[src/common/gl_params.svh]
`ifndef GL_PARAMS_SVH
`define GL_PARAMS_SVH

// Framebuffer size in pixels
`define GL_FB_WIDTH 64
`define GL_FB_HEIGHT 32

// Word address into the framebuffer RAM
`define GL_FB_ADDR_W 11

// One color per framebuffer word
`define GL_COLOR_W 32

// Pixel FIFO entries
`define GL_FIFO_DEPTH 8

`endif

[src/common/gl_mem_pkg.sv]
`default_nettype none

`include "gl_params.svh"

package gl_mem_pkg;

    typedef logic [`GL_FB_ADDR_W-1:0] fb_addr_t;
    typedef logic [`GL_COLOR_W-1:0] fb_word_t;

    // Who owns the framebuffer port
    typedef enum logic [0:0] {
        FB_MASTER_HOST   = 1'b0,
        FB_MASTER_WRITER = 1'b1
    } fb_master_e;

endpackage

`default_nettype wire

[src/hw/fb_arbiter.sv]
`timescale 1ns/100ps
`default_nettype none

module fb_arbiter
    import gl_mem_pkg::*;
(
    input  wire logic     bram_clk,
    input  wire logic     rst_n,
    input  wire logic     bram_a_en,
    input  wire logic     bram_a_we,
    input  wire fb_addr_t bram_a_addr,
    input  wire fb_word_t bram_a_din,
    input  wire logic     wr_req,
    input  wire fb_addr_t wr_addr,
    input  wire fb_word_t wr_data,
    output logic          wr_gnt,
    output logic          mem_en,
    output logic          mem_we,
    output fb_addr_t      mem_addr,
    output fb_word_t      mem_din
);

    fb_master_e last_owner;

    // Host always wins, the writer waits
    assign wr_gnt = wr_req & ~bram_a_en;

    assign mem_en   = bram_a_en | wr_gnt;
    assign mem_we   = bram_a_en ? bram_a_we : wr_gnt;
    assign mem_addr = bram_a_en ? bram_a_addr : wr_addr;
    assign mem_din  = bram_a_en ? bram_a_din : wr_data;

    // Owner of the most recent RAM access
    always_ff @(posedge bram_clk)
    begin
        if (!rst_n)
        begin
            last_owner <= FB_MASTER_HOST;
        end
        else if (bram_a_en)
        begin
            last_owner <= FB_MASTER_HOST;
        end
        else if (wr_gnt)
        begin
            last_owner <= FB_MASTER_WRITER;
        end
    end

endmodule

`default_nettype wire

[config.mk]
export PLATFORM = sky130hd
export DESIGN_NAME = fb_arbiter
export DESIGN_NICKNAME = d
export VERILOG_FILES = /design/src/common/gl_mem_pkg.sv /design/src/hw/fb_arbiter.sv
export VERILOG_INCLUDE_DIRS = /design/src /design/src/common
export SDC_FILE = /design/constraint.sdc
export NUM_CORES = 1
export LEC_CHECK = 0
export BUFFER_PORTS_ARGS = -buffer_cell sky130_fd_sc_hd__buf_2
export CAP_MARGIN = 20
export CORE_MARGIN = 2
export CORE_UTILIZATION = 25
export DETAILED_ROUTE_END_ITERATION = 6
export PLACE_DENSITY = 0.81
export RECOVER_POWER = 50
export SYNTH_ARGS = -nofsm -noshare
export SYNTH_HDL_FRONTEND = slang
export SYNTH_SLANG_ARGS = --single-unit
[constraint.sdc]
create_clock -name vclk -period 0.9
set_input_delay 0.18 -clock vclk [all_inputs]
set_output_delay 0.18 -clock vclk [all_outputs]
set_load 0.02 [all_outputs]
# Word level (Yosys, flattened, before mapping)
# Cells that the tools add are included.
# W data, S select, Z words.
# word_totals
reg_bits,0
latch_bits,0
ramBits,0
mem_bits_ro,0
in_bits,91
out_inout_bits,46
wordCells,6
mem_count,0
# op_classes
n_addsub,0
multipliers,0
n_div,0
n_lt_le_gt_ge,0
n_eq_ne,0
n_shift,0
mux,3
bitwise_logic,3
n_reduce_logical,0
# op_table
operator,n
$mux W32,1
$mux W11,1
$and A1 B1 Y1,1
$mux W1,1
$not A1 Y1,1
$or A1 B1 Y1,1

# Logic depth before layout (Yosys ltp)
# logic_depth
ltp_word,3
ltp_mapped,3
depth_no_buf,1

# Worst setup path after synthesis
# No wires, ideal clock.
# synth_path
path_type,in2out
from,input port bram_a_en
to,output port mem_addr[2]
arrival_ps,810
required_time_ps,720
path_slack_ps,-90
cell_stages,3
path_buffers,2
path_cell_list,buf_6 buf_12 mux2_4
# synth_between
elab_chain_cells,1
# synth_lines
item,line_no,source
"start, declared",fb_arbiter.sv:9,"input wire logic bram_a_en,"
$mux W11,fb_arbiter.sv:30,assign mem_addr = bram_a_en ? bram_a_addr : wr_addr;
"end, declared",fb_arbiter.sv:19,"output fb_addr_t mem_addr,"
# Every way passes these cells.

# Worst setup path after layout
# layout_path
from,input port bram_a_en
to,output port mem_din[28]
# layout_between
elab_chain_cells,1
# layout_lines
item,line_no,source
$mux W32,fb_arbiter.sv:31,assign mem_din = bram_a_en ? bram_a_din : wr_data;
"end, declared",fb_arbiter.sv:20,output fb_word_t mem_din
# Every way passes these cells.

==> metrics <==
status finished, violations left; failing checks setup timing; Wirelength per Cell 15.06 microns; Die Area about 0.0034 sq mm; setup violators final 45; cell area after layout slightly below 0.002 sq mm; Worst Hold Class in -> out; vias per cell ~4.4; max frequency 919.2 MHz; first-pass GRT wire length between 4 and 5 mm; ratio of cells with drive above 1 in the final layout 1.000; DRC Markers 0; drt initial violations 14; clock buf count 0; Placer Congestion about 0.76; total gr overflow 0; Die H 58.48 microns; antenna-violating nets left 0; period utilisation layout 1.209; IO Count 137; P per Cell Area around 640 mW/mm^2; Finished Layout Cells roughly 220; Worst path max stage delay 0.30 ns; initial core utilization 0.2668; DR pass1 iterations 2; critical path, cell by cell clkbuf_16 -> buf_12 -> mux2_4 -> buf_6; num rows 19; antenna cell count 0; Area after DPL roughly 0.0014 sq mm; largest net degree at the start of global routing 11; cell area after synthesis between 700 and 800 sq um; fin nets roughly 280; PortBufs 135; Mapped Nets about 140; WP data arrival a little over 0.9 ns; Via Count 985; P_leak ~0.0011 uW; vias in the first global route 968; fin util 0.6950; die width between 50 and 60 microns; register area 0 sq um; pre-CTS setup slack -0.3295 ns; Mapped Cells 51; post-placement cell count 215; Netlist cell types 6; Post-CTS Setup Bufs 0; Max-Cap Viols 0; final WL between 3 and 4 mm; Seq Cell Count 0; Core ar. 0.002781 sq mm; YS warnings 0; Max Slew Vio Count 0; overall power between 1000 and 1500 uW; Seq/Total Area, Yosys 0; Required @ worst endpoint 0.72 ns; type of origin of the critical path input pin; initial antenna violation count 0; Crit. End Element output port; Final WS setup -0.1879 ns; RSZ-0062 raised after global routing yes; Worst path slowest cell mux2_4; critical path class in -> out; syn avg cell area between 10 and 15 sq um; Total GRT Usage 0.1583; Worst-Margin Slew between 0.07 and 0.08 ns; min cycle time layout ~1.1 ns; area added between synthesis and finish 160.5%; critical path peak fanout 6; Hold Vio Cnt, Final 0; slew margin rel. 0.9478; worst vdd ir 0.4550 mV
[synth_stat cells]
master   instances  area (sq um)
mux2_4          38         570.6
nor2b_1          1         6.260
buf_12           4         80.08
buf_6            1         11.26
mux2_2           6         67.56
or2_2            1         6.260
[cells by family after synthesis]
kind of cell  synth area share
mux                     0.8600
buf+inv                 0.1231
simple gates           0.01687
[where the power goes]
part	leakage (uW)	switching, uW	internal (uW)
Clock	0	0	0
Sequential	0	0	0
Combinational	0.00111	478	766
Total	0.00111	478	766
[metal layers]
| metal | up-vias | global-route usage | routed length [microns] |
|---|---|---|---|
| met3 | 2 | 0.01099 | 236 |
| met1 | 448 | 0.1772 | 1105 |
| met4 | 0 | 0.009967 | 14 |
| met5 | - | 0 | 0 |
| li1 | 477 | - | - |
| met2 | 58 | 0.3307 | 1988 |
[per-stage QoR]
step | setup TNS [ns] | hold slack (ns)
4_1_cts | -8.451 | 0.6737
5_1_grt | -7.938 | 0.6775
2_1_floorplan | -2.218 | 0.4804
3_5_place_dp | -13.19 | 0.7044
3_3_place_gp | -13.16 | 0.6979
6_report | -7.355 | 0.6698
[timing repair]
action,in CTS,in global routing
resized for setup,72,37
setup endpoints to repair,46,46
pin swaps,0,1
cloned,4,3
hold buffers,0,0
[cell usage in the layout, fill, tap and decap left out]
cell type  synthesis  layout
nor2b_4            0       1
mux2_2             6       1
clkbuf_16          0       2
buf_8              0       1
buf_16             0       5
buf_2              0      88
mux2_4            38      43
buf_12             4       2
or2_4              0       1
buf_6              1      46
clkbuf_8           0       1
[worst max-delay path, delay by kind of cell]
family | cells | cell delay [ns]
buf+inv | 3 | 0.42
mux | 1 | 0.30
[layout make-up]
cell class                 instances  area [sq um]
multi-input combinational         46         679.4
timing repair buffer             145          1215
fill                             226         848.3
tap                               31         38.79
[final timing paths]
check	cells past startpoint	end	slack, ns	start
setup / recovery	4	mem_din[28]	-0.19	bram_a_en
hold / removal	3	mem_din[7]	0.67	wr_data[7]
(Power assumes the default switching activity.)
