<file path="src/common/gl_params.svh">
`ifndef GL_PARAMS_SVH
`define GL_PARAMS_SVH

// Framebuffer size in pixels
`define GL_FB_WIDTH 64
`define GL_FB_HEIGHT 32

// Word address into the framebuffer RAM
`define GL_FB_ADDR_W 11

// One color per framebuffer word
`define GL_COLOR_W 32

// Pixel FIFO entries
`define GL_FIFO_DEPTH 8

`endif

</file>
<file path="src/common/gl_pixel_pkg.sv">
`default_nettype none

`include "gl_params.svh"

package gl_pixel_pkg;

    ////////////////////////////////////////
    // Pixel level types
    ////////////////////////////////////////

    // Screen coordinate, wide enough for both axes
    typedef logic [7:0] coord_t;

    // Color word as written to the framebuffer
    typedef logic [`GL_COLOR_W-1:0] color_t;

    // One pixel produced by the rasterizer
    // 8 + 8 + 32 bits, x in the top byte
    typedef struct packed {
        coord_t x;
        coord_t y;
        color_t color;
    } pixel_rec_t;

endpackage

`default_nettype wire

</file>
<file path="src/hw/pixel_fifo.sv">
`timescale 1ns/100ps
`default_nettype none

`include "gl_params.svh"

module pixel_fifo
    import gl_pixel_pkg::*;
(
    input  wire logic       bram_clk,
    input  wire logic       rst_n,
    input  wire logic       push,
    input  wire pixel_rec_t push_rec,
    input  wire logic       pop,
    output pixel_rec_t      head_rec,
    output logic            full,
    output logic            empty
);

    localparam int DEPTH = `GL_FIFO_DEPTH;
    localparam int PTR_W = $clog2(DEPTH);
    localparam int CNT_W = $clog2(DEPTH + 1);

    pixel_rec_t       buf_q [DEPTH];
    logic [PTR_W-1:0] wr_ptr;
    logic [PTR_W-1:0] rd_ptr;
    logic [CNT_W-1:0] count;
    logic             do_push;
    logic             do_pop;

    assign do_push = push & ~full;
    assign do_pop  = pop & ~empty;

    assign full  = (count == CNT_W'(DEPTH));
    assign empty = (count == '0);

    // Fall-through head
    assign head_rec = buf_q[rd_ptr];

    always_ff @(posedge bram_clk)
    begin
        if (do_push)
        begin
            buf_q[wr_ptr] <= push_rec;
        end
    end

    always_ff @(posedge bram_clk)
    begin
        if (!rst_n)
        begin
            wr_ptr <= '0;
            rd_ptr <= '0;
            count  <= '0;
        end
        else
        begin
            if (do_push)
            begin
                wr_ptr <= (wr_ptr == PTR_W'(DEPTH - 1)) ? '0 : wr_ptr + 1'b1;
            end
            if (do_pop)
            begin
                rd_ptr <= (rd_ptr == PTR_W'(DEPTH - 1)) ? '0 : rd_ptr + 1'b1;
            end
            // Simultaneous push and pop leaves the count alone
            if (do_push && !do_pop)
                count <= count + 1'b1;
            else if (do_pop && !do_push)
                count <= count - 1'b1;
        end
    end

endmodule

`default_nettype wire

</file>
<file path="config.mk">
export PLATFORM = sky130hd
export DESIGN_NAME = pixel_fifo
export DESIGN_NICKNAME = d
export VERILOG_FILES = /design/src/common/gl_pixel_pkg.sv /design/src/hw/pixel_fifo.sv
export VERILOG_INCLUDE_DIRS = /design/src /design/src/common
export SDC_FILE = /design/constraint.sdc
export NUM_CORES = 1
export LEC_CHECK = 0
export BUFFER_PORTS_ARGS = -buffer_cell sky130_fd_sc_hd__buf_4
export CAP_MARGIN = 40
export CORE_ASPECT_RATIO = 1.5
export CORE_MARGIN = 10
export CORE_UTILIZATION = 32
export DETAILED_ROUTE_END_ITERATION = 6
export GPL_TIMING_DRIVEN = 0
export SYNTH_ARGS = -nofsm -noshare
export SYNTH_HDL_FRONTEND = slang
export SYNTH_SLANG_ARGS = --single-unit
</file>
<file path="constraint.sdc">
create_clock -name bram_clk -period 11.78 [get_ports bram_clk]
set_input_delay 1.767 -clock bram_clk [delete_from_list [all_inputs] [get_ports bram_clk]]
set_output_delay 1.767 -clock bram_clk [all_outputs]
set_load 0.02 [all_outputs]
</file>
## Yosys cells after proc, flatten, opt, wreduce, memory -nomap -nowiden

Memory sizes are Yosys's and may differ from the RTL's. A register that Yosys moved wholly into a read port is not among the register bits.
Cells that the tools add are included.

| cells by class | value |
|---|---|
| div/mod/pow operators | 0 |
| add/sub/neg operators | 4 |
| shift-type cells | 0 |
| $mul | 0 |
| muxes and demuxes | 8 |
| bitwise operators | 4 |
| equal/unequal tests | 3 |
| magnitude comparators | 0 |
| reductions and logical operators | 6 |

Operator list:

| cell | number |
|---|---|
| two-way mux 3 bit | 4 |
| two-way mux 4 bit | 2 |
| adder 3 x 1 -> 3 bit, second input constant | 2 |
| equality test 3 bit, second input constant | 2 |
| adder 4 x 1 -> 4 bit, second input constant | 1 |
| equality test 4 bit, second input constant | 1 |
| zero test 4 bit | 1 |
| subtractor 4 x 1 -> 4 bit, second input constant | 1 |
| AND 1 bit | 2 |
| logical AND 1 bit | 2 |
| zero test 1 bit | 2 |
| two-way mux 1 bit | 2 |
| NOT 1 bit | 2 |
| nonzero test 2 bit | 1 |

| word-level totals | value |
|---|---|
| register bits | 10 |
| RAM bits | 384 |
| bits in latches | 0 |
| bits in read-only memories | 0 |
| memories | 1 |

Memories:

| memory | depth | bits a word | rd ports | clocked after memory_dff | write ports | line | RTL |
|---|---|---|---|---|---|---|---|
| buf_q | 8 | 48 | 1 | 1 | 1 | pixel_fifo.sv:23 | `pixel_rec_t buf_q [DEPTH];` |

## Logic depth before layout (Yosys ltp)

| logic depth | value |
|---|---|
| depth in word-level cells | 7 |
| gate-level depth with buffers | 11 |

## Worst setup path after synthesis

OpenSTA, ideal clock, no wires.

| timing path | value |
|---|---|
| path type | input to register |
| start | input push |
| end | memory buf_q[0][0] (netlist name), enable pin |
| setup time | 0.573 ns |
| stages | 3 |
| buffers on the path | 1 |
| arrival time | 6.698 ns |
| slack | 4.509 ns |
| path through | a21bo_1 -> clkbuf_1 -> nor4_1 |

| between the ends | value |
|---|---|
| cells in the longest elaborated chain, start to end | 3 |

Ends and longest elaborated chain:

| item | line | RTL |
|---|---|---|
| start, declared | pixel_fifo.sv:11 | `input wire logic push,` |
| AND 1 bit | pixel_fifo.sv:30 | `assign do_push = push & ~full;` |
| two-way mux 1 bit | pixel_fifo.sv:41 | `if (do_push)` |
| two-way mux 1 bit (not written as such) | pixel_fifo.sv:43 | `buf_q[wr_ptr] <= push_rec;` |
| end, declared | pixel_fifo.sv:23 |  |

No other way between the ends.

==> results.md <==
* Outcome: finished, final reports clean
* Count of max-cap constraint violations at 0
* Top-Level Pins at roughly 100
* Psw at slightly below 1 mW
* Synth top cells by count: edfxtp_1, mux4_2, mux2_4, mux4_1, dfxtp_1
* RSZ-0062 raised after global routing: no
* Post-synthesis register bit count at between 300 and 400
* Clock power share at 31.4%
* Final wirelength at approximately 32000 um
* Cell count after synthesis at between 600 and 700
* Mapped Area at roughly 0.015 mm2
* Sink Count at 397
* H-tree depth at 2
* Internal power at around 2.8 mW
* Die W at between 150 and 200 um
* TritonCTS clock tree: done
* Setup TNS at 0 ns
* Pwr/cell area at roughly 200 mW/mm2
* NumNets Final at 878
* Later-pin clock latency in the skew report at around 0.53 ns
* Top-area cell type share of the netlist area at 74.97%
* Worst setup path class: reg -> out
* Core Area at ~0.048 mm2
* Sequential share of power at 44.3%
* Switching fraction of total power at between 20% and 30%
* Routed vias at around 6800
* Fin. Hold Viols at 0
* Ys Warns at 0
* Starting density of the core at around a third
* Final setup vio count at 0
* Proportion of layout cells with a drive suffix above 1 at slightly above 40%
* Shortest period the worst path allows at 4.508 ns
* Post-CTS Setup Bufs at 0
* Chip Height at 288.5 um
* First-pass GRT wire length at 48700 um
* DRC Markers at 0
* Design Area, Final at 0.01862 mm2
* Worst Skew at ~0.016 ns
* Syn Area/Cell at ~24 um2
* Final ANT Viol Nets at 0
* Detailed Routing Iterations Pass 1 at 4
* VDD IR max at between 0.0001 and 0.00015 V
* Initial antenna violation count at 1
* Synth-to-Final Area Change at 21.03%
* Post-CTS sizing at 0
* Combinational power share at 24.3%
* CTS Buf Count at 37
* Total Power at between 3 and 4 mW
* Critical path fanouts, max at 10
* CTS hold repair buffers at 0
* Max Root-Sink Buffers at 3
* Top cells by area, synth: edfxtp_1, mux4_2, mux4_1, mux2_4, dfxtp_1
* IO buf count at slightly above 100
* # rows at 98
* Final worst slack at 7.272 ns
* Least-Margin Pin Slew at between 0.8 and 0.9 ns
* Fin Hold WS at about 0.54 ns
* GRT Resource Usage Total at around 11%
* N_diodes at 0
* Post-DP Area at between 0.015 and 0.02 mm2
* Startpoint types: flop
* RD Place Congestion at roughly 0.67
* Number of flops mapped to enable cells by yosys at 384
* Number of global-route vias before repair at around 7600
* Max Slew Vio Count at 0
* Register area share after synthesis at ~77%
* Drt first-iter violations at roughly 430
* Hold WC Path Type: reg -> reg
* Clk slew on worst S/H paths at about 0.06 ns
* Required time of the critical path at 10.01 ns
* Cell accounting for the most synthesized area: edfxtp_1
* WP data arrival at 2.74 ns
* Final Cycle Share at between 30% and 40%
* Fill cell count at approximately 4300
* Distinct cells, synth at 34
* Routed len/inst at between 20 and 25 um
* CP endpoint kind: output pin
* GRT overflow at 0
* Vias/cell at around 4.7
* Post-DP HPWL at between 20000 and 25000 um
* Pin count of the biggest net entering global routing at 20
* Syn_nets at 691
* Relative slew slack at 45.42%
* DIE AREA at between 0.05 and 0.06 mm2
* Top-count cell post-synth: edfxtp_1
* Leak Pwr at ~6.1 nW
* Root buffer cell: clkbuf_16
* Pre-CTS setup slack at approximately 7.4 ns
* Max Clk Rate at around 220 MHz
* Post-synth ARST share at 0%
* Main synth FF type: edfxtp_1
## power groups by stage
stage	Sequential (mW)	Combinational [mW]	Clock, mW
3_5_place_dp	1.69	0.939	0
4_1_cts	1.66	0.942	1.21
2_1_floorplan	1.69	0.610	0
3_3_place_gp	1.70	0.906	0
5_1_grt	1.66	0.983	1.26
6_report	1.65	0.907	1.18
## final cells by class
cell class	instances	area, um2	area share, %
tap	600	750.7	4.033
inverter	2	7.507	0.04033
multi-input combinational	202	3410	18.32
clock buffer	46	1002	5.384
sequential	397	11790	63.34
clock inverter	22	192.7	1.035
timing repair buffer	148	1240	6.661
buffer	30	221.5	1.190
## kinds of logic (layout without fill, tap and decap cells)
family / Yosys count / after routing / synth area share (%)
AO/OA/AOI/OAI: 11 / 11 / 0.6101
XOR/XNOR: 2 / 2 / 0.1139
adder cells (fa/ha/maj): 8 / 8 / 0.6996
buffers and inverters: 32 / 248 / 1.489
flip-flops: 397 / 397 / 76.66
multiplexers: 147 / 147 / 19.30
AND/OR/NAND/NOR: 34 / 34 / 1.123
## path summary, 6_finish.rpt
kind	end	cells past startpoint	from	slack [ns]
min reg2reg	rd_ptr[1]	2	rd_ptr[1]	0.54
min	rd_ptr[1]	2	rd_ptr[1]	0.54
max reg2reg	buf_q[0][32]	9	count[1]	8.87
max	head_rec[24]	6	flop	7.27
## routing by layer
metal	track usage (%)	vias up	share of wire, %
li1	-	3065	-
met4	3.423	2	2.1
met5	0	-	0.040
met2	20.04	114	53
met3	2.296	41	3.9
met1	13.78	3609	41
## metrics by stage
| step | util, % | cells |
|---|---|---|
| floorplan | - | 631 |
| global placement | 35.50 | 1332 |
| detailed placement | 36.60 | 1378 |
| CTS | 39.11 | 1446 |
| global route | 39.13 | 1447 |
| finish | 39.13 | 1447 |
## layout by cell type (no fill, tap or decap), drive strengths merged, types with 4 or more instances in the layout
cell	count
mux4	96
nor2b	4
clkinv	14
nor3	6
nand2	9
ha	7
nor2	4
mux2	48
clkbuf	60
edfxtp	384
clkinvlp	4
dfxtp	13
buf	164
## flip-flops by register name, summed over array words and instances (netlist names), named ones only
register  flops
buf_q       384
count         4
rd_ptr        3
wr_ptr        3
## critical path: stages, from the launching register on
cell and delay, ns:
dfxtp_1 0.30, clkbuf_1 0.34, buf_2 0.38, buf_2 0.38, mux4_2 0.35, mux2_4 0.30
buf_4 0.17
Note: power is estimated with default switching activity, not from simulation.
