### src/common/gl_params.svh
`ifndef GL_PARAMS_SVH
`define GL_PARAMS_SVH

// Framebuffer size in pixels
`define GL_FB_WIDTH 64
`define GL_FB_HEIGHT 32

// Word address into the framebuffer RAM
`define GL_FB_ADDR_W 11

// One color per framebuffer word
`define GL_COLOR_W 32

// Pixel FIFO entries
`define GL_FIFO_DEPTH 8

`endif

### src/common/gl_pixel_pkg.sv
`default_nettype none

`include "gl_params.svh"

package gl_pixel_pkg;

    ////////////////////////////////////////
    // Pixel level types
    ////////////////////////////////////////

    // Screen coordinate, wide enough for both axes
    typedef logic [7:0] coord_t;

    // Color word as written to the framebuffer
    typedef logic [`GL_COLOR_W-1:0] color_t;

    // One pixel produced by the rasterizer
    // 8 + 8 + 32 bits, x in the top byte
    typedef struct packed {
        coord_t x;
        coord_t y;
        color_t color;
    } pixel_rec_t;

endpackage

`default_nettype wire

### src/common/gl_mem_pkg.sv
`default_nettype none

`include "gl_params.svh"

package gl_mem_pkg;

    typedef logic [`GL_FB_ADDR_W-1:0] fb_addr_t;
    typedef logic [`GL_COLOR_W-1:0] fb_word_t;

    // Who owns the framebuffer port
    typedef enum logic [0:0] {
        FB_MASTER_HOST   = 1'b0,
        FB_MASTER_WRITER = 1'b1
    } fb_master_e;

endpackage

`default_nettype wire

### src/fb_writer/fb_writer.sv
`timescale 1ns/100ps
`default_nettype none

`include "gl_params.svh"

module fb_writer
    import gl_pixel_pkg::*, gl_mem_pkg::*;
(
    input  wire logic       bram_clk,
    input  wire logic       rst_n,
    input  wire logic       empty,
    input  wire pixel_rec_t head_rec,
    output logic            pop,
    output logic            wr_req,
    output fb_addr_t        wr_addr,
    output fb_word_t        wr_data,
    input  wire logic       wr_gnt,
    output logic            writer_idle
);

    typedef enum logic {
        WR_IDLE = 1'b0,
        WR_REQ  = 1'b1
    } wr_state_e;

    wr_state_e state;
    fb_addr_t  addr_q;
    fb_word_t  data_q;

    assign wr_req      = (state == WR_REQ);
    assign wr_addr     = addr_q;
    assign wr_data     = data_q;
    assign writer_idle = (state == WR_IDLE);

    // The record stays at the FIFO head until its write is granted
    assign pop = wr_req & wr_gnt;

    ////////////////////////////////////////
    // Request FSM
    ////////////////////////////////////////

    always_ff @(posedge bram_clk)
    begin
        if (!rst_n)
        begin
            state <= WR_IDLE;
        end
        else
        begin
            case (state)
                WR_IDLE:
                begin
                    if (!empty)
                        state <= WR_REQ;
                end
                WR_REQ:
                begin
                    if (wr_gnt)
                        state <= WR_IDLE;
                end
                default:
                begin
                    state <= WR_IDLE;
                end
            endcase
        end
    end

    // Linear address, row major
    always_ff @(posedge bram_clk)
    begin
        if (state == WR_IDLE && !empty)
        begin
            addr_q <= fb_addr_t'(head_rec.y * `GL_FB_WIDTH + head_rec.x);
            data_q <= fb_word_t'(head_rec.color);
        end
    end

endmodule

`default_nettype wire

### config.mk
export PLATFORM = sky130hd
export DESIGN_NAME = fb_writer
export DESIGN_NICKNAME = d
export VERILOG_FILES = /design/src/common/gl_pixel_pkg.sv /design/src/common/gl_mem_pkg.sv /design/src/fb_writer/fb_writer.sv
export VERILOG_INCLUDE_DIRS = /design/src /design/src/common
export SDC_FILE = /design/constraint.sdc
export NUM_CORES = 1
export LEC_CHECK = 0
export BUFFER_PORTS_ARGS = -buffer_cell sky130_fd_sc_hd__clkbuf_2
export CAP_MARGIN = 20
export CORE_MARGIN = 2
export CORE_UTILIZATION = 40
export DETAILED_ROUTE_END_ITERATION = 6
export PLACE_DENSITY = 0.77
export SYNTH_ARGS = -nofsm -noshare
export SYNTH_HDL_FRONTEND = slang
export SYNTH_SLANG_ARGS = --single-unit
### constraint.sdc
create_clock -name bram_clk -period 2.95 [get_ports bram_clk]
set_input_delay 0.4425 -clock bram_clk [delete_from_list [all_inputs] [get_ports bram_clk]]
set_output_delay 0.4425 -clock bram_clk [all_outputs]
set_load 0.005 [all_outputs]
After elaboration in Yosys (flattened, before gate mapping)
Index checks and enable logic that the tools add are counted.
{"block": "word_totals", "inputBits": 52, "wordCells": 11, "output_inout_bits": 46, "regBits": 44}
{"block": "op_classes", "n_mux": 3, "reduce_logical": 2, "add_sub_neg": 1, "n_bitwise": 2}
{"op": "11-bit by 8-bit adder with 11-bit output", "count": 1}
{"op": "1-bit two-way mux", "count": 2}
{"op": "1-bit case mux with 2 select lines", "count": 1}
{"op": "1-bit bitwise AND", "count": 1}
{"op": "1-bit logical AND", "count": 1}
{"op": "1-bit zero test", "count": 1}
{"op": "1-bit inverter", "count": 1}

Logic depth before layout (Yosys ltp)
Gate-level depths: netlist of the first run.
{"block": "logic_depth", "word_depth": 2, "depth_mapped": 5}

Worst setup path before layout of the first run
OpenSTA, ideal clock, no wires.
{"block": "synth_timing", "path_kind": "input -> register", "from": "input port empty", "to": "register addr_q[0] (netlist: wr_addr[0]), enable pin", "arrival_time_ns": 2.258, "path_buffers": 0, "setup_ns": 0.444, "cell_stages": 1, "setup_slack_ns": 0.248, "cell_sequence": "nor2_1"}
{"block": "synth_via", "elab_chain_len": 2}
{"element": "start: declaration", "line_no": "fb_writer.sv:11", "text": "input wire logic empty,"}
{"element": "1-bit zero test", "line_no": "fb_writer.sv:72", "text": "if (state == WR_IDLE && !empty)"}
{"element": "1-bit logical AND", "line_no": "fb_writer.sv:72"}
{"element": "end signal: assignment", "line_no": "fb_writer.sv:74", "text": "addr_q <= fb_addr_t'(head_rec.y * `GL_FB_WIDTH + head_rec.x);"}
{"element": "end: declaration", "line_no": "fb_writer.sv:27", "text": "fb_addr_t addr_q;"}
Every way passes these cells.
A chain may end at the register's enable or synchronous reset.

Worst setup path after layout of the first run
{"block": "layout_timing", "from": "register state (netlist: wr_req)", "to": "output port pop"}
{"block": "layout_via", "elab_chain_len": 1}
{"element": "start: declaration", "line_no": "fb_writer.sv:26", "text": "wr_state_e state;"}
{"element": "start signal: assignment", "line_no": "fb_writer.sv:46", "text": "state <= WR_IDLE;"}
{"element": "start signal: assignment", "line_no": "fb_writer.sv:54", "text": "state <= WR_REQ;"}
{"element": "start signal: assignment", "line_no": "fb_writer.sv:59", "text": "state <= WR_IDLE;"}
{"element": "1-bit bitwise AND", "line_no": "fb_writer.sv:36", "text": "assign pop = wr_req & wr_gnt;"}
{"element": "end: declaration", "line_no": "fb_writer.sv:13", "text": "output logic pop,"}
Every way passes these cells.

==> results of run 1 <==
cells by family after synthesis:
kind of cell	count (synthesis)	synth area share
AND/OR/NAND/NOR	5	0.0197
flip-flops	44	0.899
AO/OA/AOI/OAI	4	0.0232
adder cells (fa/ha/maj)	3	0.0309
buffers and inverters	6	0.0154
XOR/XNOR	2	0.0120
sequential cells by signal, summed over array words and instances (netlist names):
signal / count
wr_data: 32
wr_req: 1
wr_addr: 11
worst max-delay path by stage:
| stage | from | slack [ns] | depth (start not counted) | end |
|---|---|---|---|---|
| after floorplan | empty | 0.25 | 1 | wr_addr[0] |
| after global placement | head_rec[32] | 1.25 | 6 | wr_addr[10] |
| after global routing | wr_req | 1.38 | 2 | pop |
| after CTS | wr_req | 1.41 | 2 | pop |
| after detailed placement | head_rec[32] | 1.20 | 6 | wr_addr[10] |
| final | wr_req | 1.43 | 2 | pop |
stage by stage:
step                setup slack [ns]  cells
finish                          1.43    213
global route                    1.38    213
CTS                             1.41    213
detailed placement              1.20    205
global placement                1.25    205
floorplan                      0.248     64
worst reg2reg max path, cell delays in order (launching register included):
cell	delay, ns
dfxtp_1	0.37
nor2_4	0.20
buf_4	0.45
cells in the mapped netlist:
cell / number / share of area
a21oi_1: 1 / 0.0034
and2_1: 1 / 0.0043
nor2_1: 1 / 0.0026
ha_1: 2 / 0.017
nand3_1: 1 / 0.0034
a211oi_2: 1 / 0.0086
xnor2_1: 2 / 0.012
dfxtp_1: 1 / 0.014
nand3b_1: 1 / 0.0051
nand2b_1: 1 / 0.0043
fa_1: 1 / 0.014
inv_1: 6 / 0.015
a21boi_0: 1 / 0.0051
edfxtp_1: 43 / 0.89
o2bb2ai_1: 1 / 0.0060
area by class of cell:
class | count | area (um^2)
Fill cell | 284 | 1360
Tap cell | 46 | 57.6
Timing Repair Buffer | 95 | 478
Inverter | 6 | 22.5
Clock buffer | 5 | 37.5
Clock inverter | 3 | 13.8
Sequential cell | 44 | 1310
Multi-Input combinational cell | 14 | 133
power breakdown:
group	switching, uW	total [uW]	leakage [uW]	internal [uW]
Sequential	10.9	745	0.000420	734
Combinational	53.9	111	0.000468	56.9
Clock	175	263	0.0000324	87.7
routing by layer:
layer,vias to the layer above,global-route usage,part of all wire
met5,-,0,0
met4,0,0.0319,0.0083
met3,3,0.0775,0.14
met2,68,0.234,0.50
met1,414,0.146,0.35
li1,447,-,-
==> results.json, run 1 <==
{
  "cts_resized": 0,
  "reg2reg_from": "wr_req",
  "drc": 0,
  "initial_core_util": 0.427,
  "finalHoldViolations": 0,
  "vias_per_cell": 4.38,
  "p_total_uw": 1120,
  "yosysUniqueCellTypes": 15,
  "end_kind": "output port",
  "cts.sink_count": 44,
  "r2r_end": "wr_data[6]",
  "crit_family": "flip-flops",
  "fp.dieArea_mm2": 0.00415,
  "ios": 98,
  "yosysWarnings": 0,
  "crit_fanout": 4,
  "first_global_vias": 888,
  "r2r_cells": 2,
  "cp-start-kind": "register",
  "final_nets": 221,
  "path_clk_slew_ns": 0.12,
  "clock_latency_ns": 0.34,
  "slowest_stage": "dfxtp_1",
  "setup_viol": 0,
  "grt_overflow": 0,
  "synth_cells": 64,
  "fin_skew_ns": 0.00787,
  "drive_gt1_frac": 0.623,
  "relSlewSlack": 0.690,
  "max_stage_delay_ns": 0.43,
  "crit_type": "register to output port",
  "cp_num_buf_inv": 1,
  "antenna_found_initial": 0,
  "root_buffer": "clkbuf_4",
  "cts_tree": "built",
  "grt_pass1_wl_um": 4170,
  "drt_wl_total_um": 2760,
  "hold_path_end": "wr_data[1]",
  "mostFrequentLayoutCell": "clkbuf_2",
  "rsz0062_at_grt": "false",
  "htree_levels": 2,
  "antenna_cells": 0,
  "hp-start": "head_rec[1]",
  "first_iter_violations": 56,
  "holdPathStages": 1,
  "die_w_um": 64.4,
  "firstDrtPassIters": 3,
  "avgSynthCellArea_um2": 22.8,
  "final_cell_mix": "94 x clkbuf_2, 43 x edfxtp_1, 6 x inv_1",
  "crit_required_ns": 2.51,
  "outcome": "complete, no violations",
  "grt_max_degree": 39,
  "final_area_mm2": 0.00205,
  "cts_made_buffers": 5,
  "gp_congestion": 0.665,
  "die_h_um": 64.4,
  "track_usage": 0.137,
  "cp_cell_sequence": "and2_1, clkbuf_2",
  "routedWlPerCell_um": 13.0,
  "synth_area_mm2": 0.00146,
  "p_per_area_mw_per_mm2": 545,
  "yosysSeqAreaShare": 0.899,
  "dpl-instance-area_mm2": 0.00200,
  "tns_ns": 0,
  "slew_viol_final": 0,
  "peakVddDrop_mv": 0.262,
  "postCtsHoldBufs": 0,
  "power.leakage_uw": 0.000920,
  "core_mm2": 0.00342,
  "synth_nets": 119,
  "cts_setup_buffers": 0,
  "synth_seq_cells": 44,
  "fin_util": 0.601,
  "worstMarginPinSlew_ns": 0.465,
  "antenna_left": 0,
  "min_period_ns": 1.52,
  "r2r_slack_ns": 1.57,
  "timing.max_cap.violations": 0,
  "rows": 21,
  "cp.arrival_ns": 1.08,
  "num_vias": 932,
  "holdCritPathClass": "input pin to register",
  "cts_buffer_depth": 2,
  "fin_crit_sh": 0.515,
  "whs_ns": 0.268,
  "syn2layout_area_growth_pct": 40.7,
  "fmax_mhz": 658,
  "port_buffers": 94
}
Note: power is estimated with default switching activity, not from simulation.
==> inputs of run 2 (changes only) <==
--- a/config.mk
+++ b/config.mk
@@ -6,6 +6,7 @@
 export SDC_FILE = /design/constraint.sdc
 export NUM_CORES = 1
 export LEC_CHECK = 0
+export ABC_AREA = 1
 export BUFFER_PORTS_ARGS = -buffer_cell sky130_fd_sc_hd__clkbuf_2
 export CAP_MARGIN = 20
 export CORE_MARGIN = 2
==> constraint.sdc (replaced) <==
create_clock -name bram_clk -period 1.5 [get_ports bram_clk]
set_input_delay 0.225 -clock bram_clk [delete_from_list [all_inputs] [get_ports bram_clk]]
set_output_delay 0.225 -clock bram_clk [all_outputs]
set_load 0.005 [all_outputs]
==> run 2 against run 1 <==
Effect of this change:
- critical path type unchanged
- clock power grew to 3.4 times the previous value
- power is 130% higher
- highest routed layer unchanged
- core utilization is 0.67 points lower
==> results.json, run 2 <==
{
  "outcome": "complete, no violations",
  "slew_viol_final": 0,
  "final_nets": 230,
  "max_stage_delay_ns": 0.43,
  "first_iter_violations": 68,
  "min_period_ns": 1.22,
  "routedWlPerCell_um": 13.5,
  "htree_levels": 2,
  "r2r_slack_ns": 0.43,
  "fp.dieArea_mm2": 0.00418,
  "seqPwrFrac": 0.566,
  "holdCritPathClass": "input pin to register",
  "die_h_um": 64.6,
  "syn2layout_area_growth_pct": 45.8,
  "fin_util": 0.594,
  "rsz0062_at_grt": "false",
  "synth_top_cells_by_count": "43 x edfxtp_1, 9 x inv_1, 8 x nand2_1, 3 x nand3_1, 2 x ha_1",
  "p_sw_frac": 0.204,
  "stdcell_count": 224,
  "fin_ws_ns": 0.279,
  "p_per_area_mw_per_mm2": 1210,
  "relSlewSlack": 0.849,
  "power.leakage_uw": 0.000979,
  "fmax_mhz": 819,
  "hp-start": "head_rec[0]",
  "slowest_stage": "dfxtp_1",
  "crit_fanout": 4,
  "cts_buffer_depth": 2,
  "peakVddDrop_mv": 0.438,
  "internal_power_uw": 2060,
  "dpl.cell_count": 216,
  "tns_ns": 0,
  "gp_congestion": 0.711,
  "multi_input_area_um2": 133,
  "final.fill_count": 293,
  "holdPathStages": 1,
  "ios": 98,
  "synth_top_area_share": 0.878,
  "p_switching_uw": 529,
  "drc": 0,
  "final_cell_mix": "94 x clkbuf_2, 43 x edfxtp_1, 9 x inv_1",
  "crit_required_ns": 1.27,
  "die_w_um": 64.6,
  "yosysUniqueCellTypes": 13,
  "grt_overflow": 0,
  "mostFrequentLayoutCell": "clkbuf_2",
  "yosysWarnings": 0,
  "setup_viol": 0,
  "end_kind": "output port",
  "cts_setup_buffers": 0,
  "pre_cts_ws_ns": 0.00765,
  "synth_cells": 73,
  "worstMarginPinSlew_ns": 0.227,
  "antenna_cells": 0,
  "antenna_left": 0,
  "track_usage": 0.144,
  "fin_skew_ns": 0.00310,
  "cts_resized": 0,
  "yosysMostFrequentCell": "edfxtp_1",
  "num_vias": 987,
  "clock_latency_ns": 0.29,
  "grt_pass1_wl_um": 4320,
  "largest_register_ffs": 32,
  "avgSynthCellArea_um2": 20.1,
  "async_flop_share": 0,
  "initial_core_util": 0.408,
  "synth_area_mm2": 0.00147,
  "r2r_end": "wr_addr[5]",
  "synth_ff_type": "edfxtp_1",
  "finalHoldViolations": 0,
  "path_clk_slew_ns": 0.08,
  "cp_cell_sequence": "nand2_1, inv_1, clkbuf_2",
  "port_buffers": 94,
  "hpwlAfterDp_um": 2420,
  "synth_seq_cells": 44,
  "pwr-share-clk": 0.345,
  "timing.max_cap.violations": 0,
  "cts.sink_count": 44,
  "yosysSeqAreaShare": 0.892,
  "root_buffer": "clkbuf_8",
  "postCtsHoldBufs": 0,
  "vias_per_cell": 4.41,
  "crit_type": "register to output port",
  "core_mm2": 0.00361,
  "cp-start-kind": "register",
  "crit_family": "flip-flops",
  "hold_path_end": "wr_data[0]",
  "cts_made_buffers": 5,
  "drt_wl_total_um": 3040,
  "first_global_vias": 949,
  "drive_gt1_frac": 0.602,
  "cp_num_buf_inv": 2,
  "r2r_cells": 2,
  "rows": 22,
  "ys_top_cells_by_area": "edfxtp_1 88%, inv_1 2.3%, nand2_1 2.0%",
  "reg2reg_from": "wr_req",
  "firstDrtPassIters": 3,
  "seqCellArea_mm2": 0.00131,
  "grt_max_degree": 44,
  "synth-edff-count": 43,
  "cp.arrival_ns": 1.00,
  "synth_top_area_cell": "edfxtp_1",
  "fin_crit_sh": 0.814,
  "synth_nets": 128,
  "p_comb_frac": 0.089,
  "cts_tree": "built",
  "antenna_found_initial": 0
}
## run 2: area by class of cell
type,count,share of cell area
clock inverters,3,0.0216
flip-flops and latches,44,0.612
clock buffers,5,0.0321
well taps,48,0.0280
inverters,9,0.0158
multi-input cells,20,0.0619
repair buffers,95,0.229
## run 2: layer usage
layer / track usage / vias up / wire, um
li1: - / 466 / -
met4: 0.0798 / 0 / 33
met5: 0 / - / 0
met1: 0.150 / 453 / 1140
met3: 0.0521 / 5 / 313
met2: 0.250 / 63 / 1540
## run 2: cells by family after synthesis
kind of cell / count (synthesis) / share of synthesized area
flops: 44 / 0.892
simple gates: 14 / 0.0417
buf+inv: 9 / 0.0230
fa+ha+maj: 3 / 0.0306
compound gates: 2 / 0.00680
xor+xnor: 1 / 0.00596
## run 2: per-stage QoR
| stage | hold WS, ns | area (um^2) | total power, uW |
|---|---|---|---|
| 2_1_floorplan | 0.316 | 1480 | 1560 |
| 3_3_place_gp | 0.403 | 2030 | 1710 |
| 3_5_place_dp | 0.404 | 2030 | 1730 |
| 4_1_cts | 0.0972 | 2140 | 2620 |
| 5_1_grt | 0.0971 | 2140 | 2690 |
| 6_report | 0.105 | 2140 | 2590 |
## run 2: power by group through the flow
stage	Sequential, uW	Combinational [uW]	Clock [uW]
final	1460	232	893
after floorplan	1500	56.1	0
after global routing	1470	256	959
after detailed placement	1490	235	0
after global placement	1490	223	0
after CTS	1470	236	918
## run 2: worst max path at each step
stage / start / end / slack [ns] / cells after the start
4_1_cts: wr_req / pop / 0.27 / 3
3_3_place_gp: head_rec[32] / wr_addr[10] / 0.09 / 6
5_1_grt: wr_req / pop / 0.21 / 3
6_report: wr_req / pop / 0.28 / 3
2_1_floorplan: wr_req / wr_addr[0] / 0.08 / 1
3_5_place_dp: head_rec[32] / wr_addr[10] / 0.008 / 6
==> inputs of run 3 (changes only) <==
--- a/config.mk
+++ b/config.mk
@@ -10,9 +10,9 @@
 export BUFFER_PORTS_ARGS = -buffer_cell sky130_fd_sc_hd__clkbuf_2
 export CAP_MARGIN = 20
 export CORE_MARGIN = 2
-export CORE_UTILIZATION = 40
+export CORE_UTILIZATION = 37
 export DETAILED_ROUTE_END_ITERATION = 6
-export PLACE_DENSITY = 0.77
+export PLACE_DENSITY = 0.75
 export SYNTH_ARGS = -nofsm -noshare
 export SYNTH_HDL_FRONTEND = slang
 export SYNTH_SLANG_ARGS = --single-unit
==> constraint.sdc (replaced) <==
create_clock -name bram_clk -period 1 [get_ports bram_clk]
set_input_delay 0.15 -clock bram_clk [delete_from_list [all_inputs] [get_ports bram_clk]]
set_output_delay 0.15 -clock bram_clk [all_outputs]
set_load 0.005 [all_outputs]
==> run 3 against run 2 <==
Effect of this change:
- largest power group unchanged
- clock skew is 0.0024 ns higher
- final area is 2.3% higher
- flip-flop and latch count stayed put
- critical endpoint is now wr_data[2]
- combinational power is 60% higher
- critical path type is now register to register
- the run now ends with setup timing left
==> results.json, run 3 (same netlist as run 2, synthesis figures left out) <==
{
  "vias_per_cell": 4.30,
  "final_cell_mix": "94 x clkbuf_2, 43 x edfxtp_1, 7 x inv_1, 7 x nand2_1, 5 x clkbuf_8",
  "drive_gt1_frac": 0.646,
  "drt_wl_total_um": 3130,
  "cts_buffer_depth": 2,
  "cts_setup_buffers": 0,
  "cp.arrival_ns": 1.01,
  "crit_required_ns": 0.99,
  "rows": 22,
  "root_buffer": "clkbuf_8",
  "holdCritPathClass": "input pin to register",
  "ios": 98,
  "min_period_ns": 1.02,
  "syn2layout_area_growth_pct": 49.1,
  "antenna_found_initial": 0,
  "cts_made_buffers": 5,
  "track_usage": 0.139,
  "fin_crit_sh": 1.02,
  "pre_cts_ws_ns": -0.287,
  "cts.sink_count": 44,
  "fp.dieArea_mm2": 0.00449,
  "core_mm2": 0.00374,
  "port_buffers": 94,
  "violations": "setup timing",
  "initial_core_util": 0.393,
  "peakVddDrop_mv": 0.771,
  "htree_levels": 2,
  "die_w_um": 67.0,
  "worstMarginPinSlew_ns": 0.164,
  "first_iter_violations": 73,
  "outcome": "finished, violations left",
  "crit_fanout": 30,
  "grt_pass1_wl_um": 4420,
  "finalHoldViolations": 0,
  "antenna_left": 0,
  "slew_viol_final": 0,
  "fin_ws_ns": -0.0227,
  "cts_tree": "built",
  "path_clk_slew_ns": 0.08,
  "final_nets": 232,
  "fin_util": 0.586,
  "mostFrequentLayoutCell": "clkbuf_2",
  "grt_max_degree": 31,
  "relSlewSlack": 0.890,
  "clock_latency_ns": 0.29,
  "power.leakage_uw": 0.000995,
  "fin_skew_ns": 0.00546,
  "grt_overflow": 0,
  "antenna_cells": 0,
  "fmax_mhz": 978,
  "first_global_vias": 951,
  "largest_register_ffs": 32,
  "end_kind": "register",
  "num_vias": 972,
  "rsz0062_at_grt": "true",
  "routedWlPerCell_um": 13.8,
  "gp_congestion": 0.714,
  "firstDrtPassIters": 4,
  "hpwlAfterDp_um": 2490,
  "cp-start-kind": "register",
  "postCtsHoldBufs": 0,
  "timing.max_cap.violations": 0,
  "crit_type": "register to register",
  "setup_viol": 32,
  "p_per_area_mw_per_mm2": 1780,
  "die_h_um": 67.0,
  "drc": 0
}
run 3: cell count changes in the layout (fill, tap and decap cells not counted), sizes merged:
cell / previous run / this run
buf: 1 / 3
run 3: metal layers:
| metal | track usage | part of all wire |
|---|---|---|
| met1 | 0.155 | 0.38 |
| met2 | 0.241 | 0.49 |
| met3 | 0.0389 | 0.11 |
| met4 | 0.0689 | 0.013 |
| met5 | 0 | 0 |
run 3: final cells by class:
cell class	count	area (um^2)
fillers	304	1550
flip-flops and latches	44	1320
repair buffers	97	509
multi-input cells	20	159
clock buffers	5	68.8
well taps	48	60.1
clock inverters	3	46.3
inverters	9	33.8
run 3: worst paths after layout:
| path | from | end | slack (ns) | cells after the start |
|---|---|---|---|---|
| max | wr_req | wr_data[2] | -0.02 | 2 |
| min | head_rec[16] | wr_data[16] | 0.03 | 1 |
| max reg2reg | wr_req | wr_data[2] | -0.02 | 2 |
| min reg2reg | wr_req | wr_req | 0.54 | 2 |
run 3: worst max-delay path: stages, from the launching register on:
cell	delay (ns)
dfxtp_4	0.37
nor2_4	0.13
buf_12	0.20
run 3: what timing repair did:
action                     in CTS  in global routing
setup endpoints to repair      15                 33
pin swaps                       0                  1
gates resized for setup         3                  3
run 3: stage by stage:
stage          instances  hold slack, ns  total power (uW)  setup TNS (ns)  area, um^2
6_report             226          0.0272              3910          -0.377        2190
5_1_grt              226          0.0114              4080           -1.28        2190
4_1_cts              226          0.0194              3940          -0.282        2180
3_5_place_dp         218           0.329              2610          -0.953        2060
3_3_place_gp         218           0.328              2590          -0.781        2060
2_1_floorplan         73           0.234              2340          -16.48        1490
run 3: power breakdown:
group	internal, uW	switching, uW
registers	2160	34.8
logic	189	182
clock network	752	587
total	3110	803
